### config.mk
export PLATFORM = sky130hd
export DESIGN_NAME = conv_top
export DESIGN_NICKNAME = d
export VERILOG_FILES = /design/src/logic/conv_pkg.sv /design/src/logic/conv_acc_relu.sv /design/src/logic/conv_addr_gen.sv /design/src/logic/conv_lane_skew.sv /design/src/logic/conv_pe.sv /design/src/logic/conv_top.sv
export SDC_FILE = /design/constraint.sdc
export NUM_CORES = 2
export LEC_CHECK = 0
export ABC_CLOCK_PERIOD_IN_PS = 13800
export BUFFER_PORTS_ARGS = -buffer_cell sky130_fd_sc_hd__buf_2
export CAP_MARGIN = 20
export CORE_MARGIN = 2
export CORE_UTILIZATION = 45
export CTS_BUF_LIST = sky130_fd_sc_hd__clkbuf_16
export CTS_CLUSTER_DIAMETER = 40
export CTS_CLUSTER_SIZE = 20
export DETAILED_ROUTE_END_ITERATION = 10
export HOLD_SLACK_MARGIN = 0.06
export PLACE_DENSITY = 0.62
export SKIP_LAST_GASP = 1
export SLEW_MARGIN = 10
export SYNTH_ARGS = -nofsm -noshare
export SYNTH_HDL_FRONTEND = slang
export SYNTH_SLANG_ARGS = --single-unit
### constraint.sdc
create_clock -name clk -period 13.8 [get_ports clk]
set_input_delay 2.76 -clock clk [delete_from_list [all_inputs] [get_ports clk]]
set_output_delay 2.76 -clock clk [all_outputs]
set_load 0.03 [all_outputs]
### src/logic/conv_pkg.sv
package conv_pkg;

	// ----------------------------------------
	// datapath widths
	// ----------------------------------------
	localparam int lanes = 8; // channels per word and chain length

	typedef logic signed [7:0]  pix_t;      // one input pixel or weight
	typedef logic [lanes*8-1:0] word_t;     // lane 0 in the low byte
	typedef logic signed [15:0] prod_t;     // single lane product
	typedef logic signed [25:0] acc_t;      // holds 1024 worst-case products
	typedef logic [19:0]        addr_t;
	typedef logic [1:0]         size_code_t; // 8, 16, 32 or 64

	// ----------------------------------------
	// address generator FSM
	// ----------------------------------------
	typedef enum logic [1:0] {
		idle,
		run,
		drain
	} gen_state_t;

	// channel groups of eight for a size code
	function automatic logic [3:0] groups_of(size_code_t code);
		logic [3:0] n;
		case (code)
			2'd0: n = 4'd1;
			2'd1: n = 4'd2;
			2'd2: n = 4'd4;
			default: n = 4'd8;
		endcase
		return n;
	endfunction

endpackage

### src/logic/conv_acc_relu.sv
`timescale 1ns/1ps

module conv_acc_relu (
	input  logic            clk,
	input  logic            rst,
	input  logic            start,
	input  conv_pkg::acc_t  chain_sum,
	input  logic            sk_valid,
	input  logic            sk_first,
	input  logic            sk_last,
	input  logic            sk_job_last,
	output conv_pkg::addr_t out_addr,
	output conv_pkg::acc_t  out_data,
	output logic            out_wren,
	output logic            done
);
	import conv_pkg::*;

	acc_t  acc;
	acc_t  total;
	addr_t next_addr;
	logic  wr_evt;

	assign total  = sk_first ? chain_sum : acc + chain_sum;
	assign wr_evt = sk_valid && sk_last;

	// ----------------------------------------
	// per pixel accumulation and ReLU
	// ----------------------------------------
	always_ff @(posedge clk) begin
		if (sk_valid)
			acc <= total;
		if (wr_evt)
			out_data <= total[$bits(acc_t)-1] ? '0 : total; // clamp negatives
	end

	always_ff @(posedge clk) begin
		if (rst) begin
			out_wren  <= 1'b0;
			out_addr  <= '0;
			next_addr <= '0;
			done      <= 1'b0;
		end else begin
			out_wren <= wr_evt;
			if (wr_evt) begin
				out_addr  <= next_addr;
				next_addr <= sk_job_last ? '0 : next_addr + 1'b1; // wraps per job
			end
			if (wr_evt && sk_job_last)
				done <= 1'b1;
			else if (start)
				done <= 1'b0;
		end
	end

	// no writes once the job has been reported done
	assert property (@(posedge clk) disable iff (rst) out_wren |-> !$past(done));

endmodule

### src/logic/conv_addr_gen.sv
`timescale 1ns/1ps

module conv_addr_gen #(
	parameter int img_rows = 8,
	parameter int img_cols = 8,
	parameter int kern     = 4
) (
	input  logic                 clk,
	input  logic                 rst,
	input  logic                 start,
	input  conv_pkg::size_code_t ci,
	input  conv_pkg::size_code_t co,
	output conv_pkg::addr_t      in_addr,
	output conv_pkg::addr_t      wt_addr,
	output logic                 tag_valid,
	output logic                 tag_first,
	output logic                 tag_last,
	output logic                 tag_job_last
);
	import conv_pkg::*;

	localparam int out_rows = img_rows - kern + 1;
	localparam int out_cols = img_cols - kern + 1;
	localparam int row_w    = $clog2(out_rows + 1);
	localparam int col_w    = $clog2(out_cols + 1);
	localparam int k_w      = $clog2(kern + 1);

	gen_state_t state;

	logic [5:0]       map_cnt;
	logic [row_w-1:0] row_cnt;
	logic [col_w-1:0] col_cnt;
	logic [2:0]       grp_cnt;
	logic [k_w-1:0]   ky_cnt;
	logic [k_w-1:0]   kx_cnt;
	logic [3:0]       drain_cnt; // waits out the pipeline

	logic [3:0] groups;
	logic       kx_last, ky_last, grp_last, col_last, row_last, map_last;
	logic       pix_first, pix_last, job_last;

	assign groups = groups_of(ci);

	assign kx_last  = kx_cnt == kern - 1;
	assign ky_last  = ky_cnt == kern - 1;
	assign grp_last = grp_cnt == groups - 1;
	assign col_last = col_cnt == out_cols - 1;
	assign row_last = row_cnt == out_rows - 1;
	assign map_last = map_cnt == lanes * groups_of(co) - 1;

	assign pix_first = kx_cnt == 0 && ky_cnt == 0 && grp_cnt == 0;
	assign pix_last  = kx_last && ky_last && grp_last;
	assign job_last  = pix_last && col_last && row_last && map_last;

	// ----------------------------------------
	// addresses straight from the counters
	// ----------------------------------------
	assign in_addr = addr_t'(grp_cnt * img_rows * img_cols
		+ (row_cnt + ky_cnt) * img_cols + (col_cnt + kx_cnt));
	assign wt_addr = addr_t'(((map_cnt * groups + grp_cnt) * kern + ky_cnt) * kern + kx_cnt);

	always_ff @(posedge clk) begin
		if (rst) begin
			state     <= idle;
			map_cnt   <= '0;
			row_cnt   <= '0;
			col_cnt   <= '0;
			grp_cnt   <= '0;
			ky_cnt    <= '0;
			kx_cnt    <= '0;
			drain_cnt <= '0;
		end else begin
			case (state)
				idle: if (start) begin
					state   <= run;
					map_cnt <= '0;
					row_cnt <= '0;
					col_cnt <= '0;
					grp_cnt <= '0;
					ky_cnt  <= '0;
					kx_cnt  <= '0;
				end
				run: begin
					kx_cnt <= kx_last ? '0 : kx_cnt + 1'b1; // innermost
					if (kx_last)
						ky_cnt <= ky_last ? '0 : ky_cnt + 1'b1;
					if (kx_last && ky_last)
						grp_cnt <= grp_last ? '0 : grp_cnt + 1'b1;
					if (pix_last)
						col_cnt <= col_last ? '0 : col_cnt + 1'b1;
					if (pix_last && col_last)
						row_cnt <= row_last ? '0 : row_cnt + 1'b1;
					if (pix_last && col_last && row_last)
						map_cnt <= map_last ? '0 : map_cnt + 1'b1;
					if (job_last) begin
						state     <= drain;
						drain_cnt <= '0;
					end
				end
				drain: begin
					if (drain_cnt == lanes)
						state <= idle;
					drain_cnt <= drain_cnt + 1'b1;
				end
				default: state <= idle;
			endcase
		end
	end

	// tags follow the RAM read latency
	always_ff @(posedge clk) begin
		if (rst) begin
			tag_valid    <= 1'b0;
			tag_first    <= 1'b0;
			tag_last     <= 1'b0;
			tag_job_last <= 1'b0;
		end else begin
			tag_valid    <= state == run;
			tag_first    <= state == run && pix_first;
			tag_last     <= state == run && pix_last;
			tag_job_last <= state == run && job_last;
		end
	end

	// a job must finish before the next start
	assert property (@(posedge clk) disable iff (rst) state == run |-> !start);

endmodule

### src/logic/conv_lane_skew.sv
`timescale 1ns/1ps

module conv_lane_skew (
	input  logic            clk,
	input  logic            rst,
	input  conv_pkg::word_t in_data,
	input  conv_pkg::word_t wt_data,
	input  logic            tag_valid,
	input  logic            tag_first,
	input  logic            tag_last,
	input  logic            tag_job_last,
	output conv_pkg::pix_t  x_lane [conv_pkg::lanes],
	output conv_pkg::pix_t  w_lane [conv_pkg::lanes],
	output logic            sk_valid,
	output logic            sk_first,
	output logic            sk_last,
	output logic            sk_job_last
);
	import conv_pkg::*;

	localparam int pw = $bits(pix_t);

	logic [3:0] tag_sr [lanes];

	// ----------------------------------------
	// lane i waits i cycles for its partial sum
	// ----------------------------------------
	for (genvar i = 0; i < lanes; i++) begin : g_lane
		if (i == 0) begin : g_direct
			assign x_lane[i] = pix_t'(in_data[pw-1:0]);
			assign w_lane[i] = pix_t'(wt_data[pw-1:0]);
		end else begin : g_delay
			logic [2*pw-1:0] sr [i]; // {w, x} per stage

			always_ff @(posedge clk) begin
				sr[0] <= {wt_data[i*pw +: pw], in_data[i*pw +: pw]};
				for (int k = 1; k < i; k++)
					sr[k] <= sr[k-1];
			end

			assign {w_lane[i], x_lane[i]} = sr[i-1];
		end
	end

	// tags ride alongside the full chain depth
	always_ff @(posedge clk) begin
		if (rst) begin
			for (int k = 0; k < lanes; k++)
				tag_sr[k] <= '0;
		end else begin
			tag_sr[0] <= {tag_valid, tag_first, tag_last, tag_job_last};
			for (int k = 1; k < lanes; k++)
				tag_sr[k] <= tag_sr[k-1];
		end
	end

	assign {sk_valid, sk_first, sk_last, sk_job_last} = tag_sr[lanes-1];

endmodule

### src/logic/conv_pe.sv
`timescale 1ns/1ps

module conv_pe (
	input  logic           clk,
	input  conv_pkg::pix_t x,
	input  conv_pkg::pix_t w,
	input  conv_pkg::acc_t sum_in,
	output conv_pkg::acc_t sum_out
);
	import conv_pkg::*;

	prod_t prod;

	assign prod = x * w; // signed 8x8

	always_ff @(posedge clk) begin
		sum_out <= sum_in + acc_t'(prod); // sign extended
	end

endmodule

### src/logic/conv_top.sv
`timescale 1ns/1ps

module conv_top #(
	parameter int img_rows = 8,
	parameter int img_cols = 8,
	parameter int kern     = 4
) (
	input  logic                 clk,
	input  logic                 rst,
	input  logic                 start,
	input  conv_pkg::size_code_t ci,
	input  conv_pkg::size_code_t co,
	output conv_pkg::addr_t      in_addr,
	output conv_pkg::addr_t      wt_addr,
	input  conv_pkg::word_t      in_data,
	input  conv_pkg::word_t      wt_data,
	output conv_pkg::addr_t      out_addr,
	output conv_pkg::acc_t       out_data,
	output logic                 out_wren,
	output logic                 done
);
	import conv_pkg::*;

	logic tag_valid, tag_first, tag_last, tag_job_last;
	logic sk_valid, sk_first, sk_last, sk_job_last;

	pix_t x_lane [lanes];
	pix_t w_lane [lanes];
	acc_t pe_sum [lanes+1]; // pe_sum[i] feeds PE i
	acc_t chain_sum;

	conv_addr_gen #(
		.img_rows (img_rows),
		.img_cols (img_cols),
		.kern     (kern)
	) i_addr_gen (
		.clk          (clk),
		.rst          (rst),
		.start        (start),
		.ci           (ci),
		.co           (co),
		.in_addr      (in_addr),
		.wt_addr      (wt_addr),
		.tag_valid    (tag_valid),
		.tag_first    (tag_first),
		.tag_last     (tag_last),
		.tag_job_last (tag_job_last)
	);

	conv_lane_skew i_lane_skew (
		.clk          (clk),
		.rst          (rst),
		.in_data      (in_data),
		.wt_data      (wt_data),
		.tag_valid    (tag_valid),
		.tag_first    (tag_first),
		.tag_last     (tag_last),
		.tag_job_last (tag_job_last),
		.x_lane       (x_lane),
		.w_lane       (w_lane),
		.sk_valid     (sk_valid),
		.sk_first     (sk_first),
		.sk_last      (sk_last),
		.sk_job_last  (sk_job_last)
	);

	// ----------------------------------------
	// systolic chain
	// ----------------------------------------
	assign pe_sum[0] = '0;

	for (genvar i = 0; i < lanes; i++) begin : g_pe
		conv_pe i_pe (
			.clk     (clk),
			.x       (x_lane[i]),
			.w       (w_lane[i]),
			.sum_in  (pe_sum[i]),
			.sum_out (pe_sum[i+1])
		);
	end

	assign chain_sum = pe_sum[lanes];

	conv_acc_relu i_acc_relu (
		.clk         (clk),
		.rst         (rst),
		.start       (start),
		.chain_sum   (chain_sum),
		.sk_valid    (sk_valid),
		.sk_first    (sk_first),
		.sk_last     (sk_last),
		.sk_job_last (sk_job_last),
		.out_addr    (out_addr),
		.out_data    (out_data),
		.out_wren    (out_wren),
		.done        (done)
	);

endmodule
# After elaboration in Yosys (flattened, before gate mapping)

Memory sizes are Yosys's and may differ from the RTL's.
Cells that the tools add are included.

Add/subtract/negate cells: 25
Multiply operators: 9
Div/mod/pow operators: 0
$lt $le $gt $ge: 0
Eq/ne operators: 21
Shift-type cells: 0
Muxes and demuxes: 42
Bitwise gates (word level): 8
Reduce and logical (&&, ||, !) cells: 29

Operator list:

| kind                    | number |
|---|---|
| $add A26 B16 Y26        | 6 |
| $mul A8 B8 Y16          | 8 |
| $mux W4                 | 9 |
| $eq A3 B32 Y1           | 1 |
| $eq A6 B32 Y1           | 1 |
| $mux W3                 | 10 |
| $pmux W3 S2             | 5 |
| $add A26 B26 Y26        | 1 |
| $mux W26                | 1 |
| $pmux W4 S3             | 2 |
| $add A20 B1 Y20 const B | 1 |
| $add A20 B20 Y20        | 1 |
| $add A20 B3 Y20         | 1 |
| $add A9 B20 Y20         | 1 |
| $mux W20                | 1 |
| $add A18 B3 Y18         | 1 |
| $mux W6                 | 3 |
| $reduce_and A3 Y1       | 6 |
| $add A16 B16 Y17        | 1 |
| $add A3 B1 Y3 const B   | 5 |
| $ne A2 B1 Y1 const B    | 7 |
| $logic_and A1 B1 Y1     | 12 |
| $pmux W6 S2             | 1 |
| $add A10 B3 Y11         | 1 |
| 21 further kinds        | 48 |

Register bits after elaboration: 323
Latch bits: 0
RAM bits: 480
Bits in read-only memories: 0
Input bits: 135
Output and inout port bits: 88
Logic and storage cells: 169
Memories: 8

Memories:

| memory                           | depth | width | read ports | clocked after Yosys merged registers in | write ports | line                 | source |
|---|---|---|---|---|---|---|---|
| i_lane_skew.g_lane[7].g_delay.sr | 7     | 16    | 7          | 0                                       | 7           | conv_lane_skew.sv:33 | `logic [2*pw-1:0] sr [i];` |
| i_lane_skew.g_lane[6].g_delay.sr | 6     | 16    | 6          | 0                                       | 6           | conv_lane_skew.sv:33 |  |
| i_lane_skew.g_lane[5].g_delay.sr | 5     | 16    | 5          | 0                                       | 5           | conv_lane_skew.sv:33 |  |
| i_lane_skew.g_lane[4].g_delay.sr | 4     | 16    | 4          | 0                                       | 4           | conv_lane_skew.sv:33 |  |
| i_lane_skew.g_lane[3].g_delay.sr | 3     | 16    | 3          | 0                                       | 3           | conv_lane_skew.sv:33 |  |
| i_lane_skew.g_lane[2].g_delay.sr | 2     | 16    | 2          | 0                                       | 2           | conv_lane_skew.sv:33 |  |
| 2 more memories                  | -     | -     | -          | -                                       | -           | -                    |  |

# Logic depth before layout (Yosys ltp)

Depth in word-level cells: 10
Gate-level depth with buffers: 21

# Hierarchy

A second synthesis with hierarchy kept.

Cells, all modules: 5345
Area total of the unflattened synthesis: 58831.4 µm²

Modules (own cells, without submodules):

| module                     | instances | cells an instance | area an instance (µm²) | sequential area each (µm²) |
|---|---|---|---|---|
| conv_pe (g_pe[3].i_pe ...) | 3         | 484               | 5039.8                 | 520.5 |
| conv_lane_skew             | 1         | 579               | 10312.4                | 9609.2 |
| conv_pe (g_pe[0].i_pe ...) | 2         | 473               | 4984.8                 | 520.5 |
| conv_acc_relu              | 1         | 538               | 5049.8                 | 2372.3 |
| conv_pe (g_pe[6].i_pe)     | 1         | 478               | 4989.8                 | 520.5 |
| conv_pe (g_pe[2].i_pe)     | 1         | 469               | 4981.0                 | 520.5 |
| conv_pe (g_pe[7].i_pe)     | 1         | 450               | 4839.6                 | 520.5 |
| conv_addr_gen              | 1         | 432               | 3565.9                 | 620.6 |
| conv_top                   | 1         | 1                 | 3.8                    | 0.0 |

# Worst setup path after synthesis

OpenSTA, ideal clock, no wires.

Path type: input port to output port
Start: in ci[0]
End: out wt_addr[15]
Data arrival time: 7028 ps
Data required time: 11040 ps
Path slack: 4012 ps
Stages on the path: 16
Path buffers: 1
Path through: buf_4 -> nor2b_1 -> nand2_1 -> fa_1 -> inv_1 -> fa_1 -> ha_1 -> ha_1 -> a21oi_1 -> xnor2_1 -> nand4_1 -> xor2_1 -> nand3b_1 -> nor3_1 -> o211ai_1 -> nor3b_1

Cells in the longest elaborated chain, start to end: 6
Elaborated cells on any way between the ends: 8

Ends and longest elaborated chain:

| item                                 | line                | source |
|---|---|---|
| start, declared                      | conv_top.sv:11      | `input conv_pkg::size_code_t ci,` |
| $eq A2 B2 Y1 (tied with other cells) | conv_pkg.sv:27      | `case (code)` |
| $pmux W4 S3 *                        | conv_pkg.sv:27      |  |
| $mul A6 B4 Y10 *                     | conv_addr_gen.sv:60 | `assign wt_addr = addr_t'(((map_cnt * groups + grp_cnt) * kern + ky_cnt) * kern + kx_cnt);` |
| $add A10 B3 Y11 *                    | conv_addr_gen.sv:60 |  |
| $add A18 B3 Y18 *                    | conv_addr_gen.sv:60 |  |
| $add A20 B3 Y20 *                    | conv_addr_gen.sv:60 |  |
| end, declared                        | conv_top.sv:14      | `output conv_pkg::addr_t wt_addr,` |

Every way passes the cells marked *; elsewhere a longest branch is shown, timed or not.

# Worst setup path after layout

Start: in ci[0]
End: out wt_addr[14]

The elaborated chain is that of the path after synthesis.

==> metrics.cfg <==
[run]
max_cap_violations=0

[floorplan]
fp-row-count=125
fp.dieH_microns=346
dieArea_sq_um=120000
io_pins=223
core_area_sq_um=116000
start_util_pct=45.4
die_w_microns=346

[critical_path]
arrival_ps=7340
crit_path_start=ci[0]
worstReg2RegEnd=g_pe[3].i_pe.sum_out[25]
crit_fanout=11
cp-start-kind=input port
endpoint_kind=output pin
critical_path_class=input port to output pin
cp_slowest_cell=fa_1
ff2ff_path_depth=16
reg2reg_slack_ps=7420
critPathMaxStageDelay_ps=490
timing.rr.start=i_lane_skew.g_lane[3].g_delay.sr[0][41]
crit_chain=buf_2, nor2b_1, nand2_1, fa_1, inv_1, fa_1, ha_1, ha_1, a21oi_1, xnor2_1, nand4_1, xor2_1, nand3b_1, o32ai_1, nand4b_1, xnor2_1, buf_2
required_ps=11040

[hold_path]
hold_start=i_lane_skew.g_lane[5].g_delay.sr[0][22]
min_to=i_lane_skew.g_lane[5].g_delay.sr[0][38]
hold_depth=0
min_path_type=register to register

[logic_synthesis]
synthAdderAreaFrac_pct=41.4
yosysTopAreaCell=fa_1
synth_xor_area_share_pct=3.92
ys_ff_latch=793
yosys-top-cells-area=fa_1 30%, dfxtp_1 28%, ha_1 11%, inv_1 6.3%, and2_1 3.6%
ys.flop_type=dfxtp_1
synth_cell_type_count=90
ys_warn_count=0
async_flop_share_pct=0
synthesis.instances=4827
synth_compound_area_share_pct=6.18
synth_mux_area_share_pct=0.0997
ys_seq_area_share_pct=31.1
synth_area_sq_um=52700
synth-edff-count=51
postSynthAreaPerCell_sq_um=10.9
yosys.area_share.simple_pct=10.4
synth.top_cell.area_share_pct=29.9
synth_top_family_by_area=adder cells

[grt]
grt_max_degree=78
grt_antenna_before_repair=8
gr-usage-all-layers_pct=16.8
grt_pass1_vias=34614
grt_pass1_wl_mm=165
grt_overflow=0

[layout]
design_area_sq_um=59300
syn_to_final_growth_pct=12.5
nNetsFinal=6514
mostFrequentLayoutCell=inv_1
nFillCells=10420
seq_area_sq_um=16400
multi_input_area_sq_um=32700
final_cell_mix=890 x inv_1, 788 x fa_1, 742 x dfxtp_1, 483 x ha_1, 307 x and2_1
drive_gt1_share_pct=8.64

[placement]
io_buffers=207
placed_area_sq_um=55500
place_congestion=0.861
hpwlAfterDp_mm=78.9

[timing]
tns_ps=0
finalSetupViolCount=0
slew_viol_final=0
finalHoldViolations=0
fmax_mhz=99.0
timing.slew.headroom_pct=29.9
finalCritPeriodShare_pct=73.2
rsz0062_at_grt=no
fin_crit_ps=10100
tightestPinTransition_ps=1050
clock_skew_ps=28.5

[route]
routed_wl_mm=96.0
vias=31806
drc=0
avgViaCountPerCell=4.73
drt_pass1_iterations=5
ant_nets=0
post_drt_wl_per_cell_microns=14.3
first_iter_violations=945

[cts]
cts_setup_buffers=0
post_cts_resized=0
cts_buffers=106
htree_levels=3
clkLatencyLatePin_ps=720
cts_root_buf=clkbuf_16
clock_path_buffers=3
cts_tree=yes
cts_num_sinks=793
clkTransAtPathRegs_ps=70
hold_buffers=0

[status]
outcome=complete, no violations

[worst max-delay path by stage]
stage                        endpoint  slack [ps]
final                     wt_addr[14]        3700
after global routing      wt_addr[14]        3390
after CTS                 wt_addr[14]        3730
after detailed placement  wt_addr[14]        3760
after global placement    wt_addr[14]        3830
after floorplan           wt_addr[15]        4010
[cell usage after synthesis (6+ instances only)]
master    count
o41ai_1       6
o211ai_1     11
o21bai_1     34
a211o_1       6
o21ai_0      86
nand4b_1      6
or3_1        19
ha_1        483
a21o_1       51
and2_1      307
nor3_1       39
xor2_1       61
o21ai_1       7
o31a_1        7
xnor2_1     175
a21oi_1     170
fa_1        788
o21a_1       26
clkinv_1      8
and3_1       24
nor2_1      183
edfxtp_1     51
a31oi_1      18
a211oi_1     13
inv_1       886
nand2b_1     41
nand4_1      11
clkbuf_1     30
nor2b_1      68
a211oi_2      7
nand2_1     304
dfxtp_1     742
nand3_1      40
buf_4        18
[state kept, by name, summed over array words and instances (netlist names), 4 cells and up]
register,count
i_addr_gen.map_cnt,6
i_acc_relu.acc,26
i_acc_relu.next_addr,20
i_addr_gen.drain_cnt,4
g_pe.i_pe.sum_out,189
i_acc_relu.out_data,25
i_acc_relu.out_addr,20
i_lane_skew.tag_sr,32
i_lane_skew.g_lane.g_delay.sr,448
[routing by layer]
| metal | global-route usage [%] | part of all wire (%) | wire [microns] | vias up |
|---|---|---|---|---|
| met5 | 0 | 0 | 0 | - |
| met2 | 31.8 | 53 | 51000 | 399 |
| li1 | - | - | - | 15615 |
| met1 | 19.0 | 41 | 39300 | 15624 |
| met3 | 2.66 | 2.9 | 2750 | 168 |
| met4 | 5.66 | 3.1 | 2940 | 0 |
[critical path, delay by kind of cell]
kind / cells / cell delay, ps
buf+inv: 3 / 500
simple gates: 5 / 1200
compound gates: 2 / 470
xor+xnor: 3 / 810
fa+ha+maj: 4 / 1590
[cell type report]
type                    count  area share [%]
diodes                      6          0.0253
clock buffers             110            4.64
clock inverters            86            1.83
inverters                 894            5.65
multi-input cells        3097            55.2
flip-flops and latches    793            27.6
well taps                1524            3.21
repair buffers            216            1.86
[cells by family after synthesis]
group	after synthesis
AND/OR/NAND/NOR	1074
buffers and inverters	951
AO/OA/AOI/OAI	496
multiplexers	5
XOR/XNOR	236
other	1
adder cells (fa/ha/maj)	1271
flip-flops	793
[per-stage QoR]
stage | hold slack (ps) | instances | utilization [%] | setup WS, ps
after floorplan | 310 | 4841 | - | 4010
after global placement | 311 | 6524 | 47.8 | 3830
after detailed placement | 312 | 6524 | 47.8 | 3760
after CTS | 294 | 6720 | 51.1 | 3730
after global routing | 298 | 6726 | 51.1 | 3390
final | 300 | 6726 | 51.1 | 3700
Power is not shown: default switching activity piles up to over one toggle a cycle in this logic, so the estimate is an artifact.
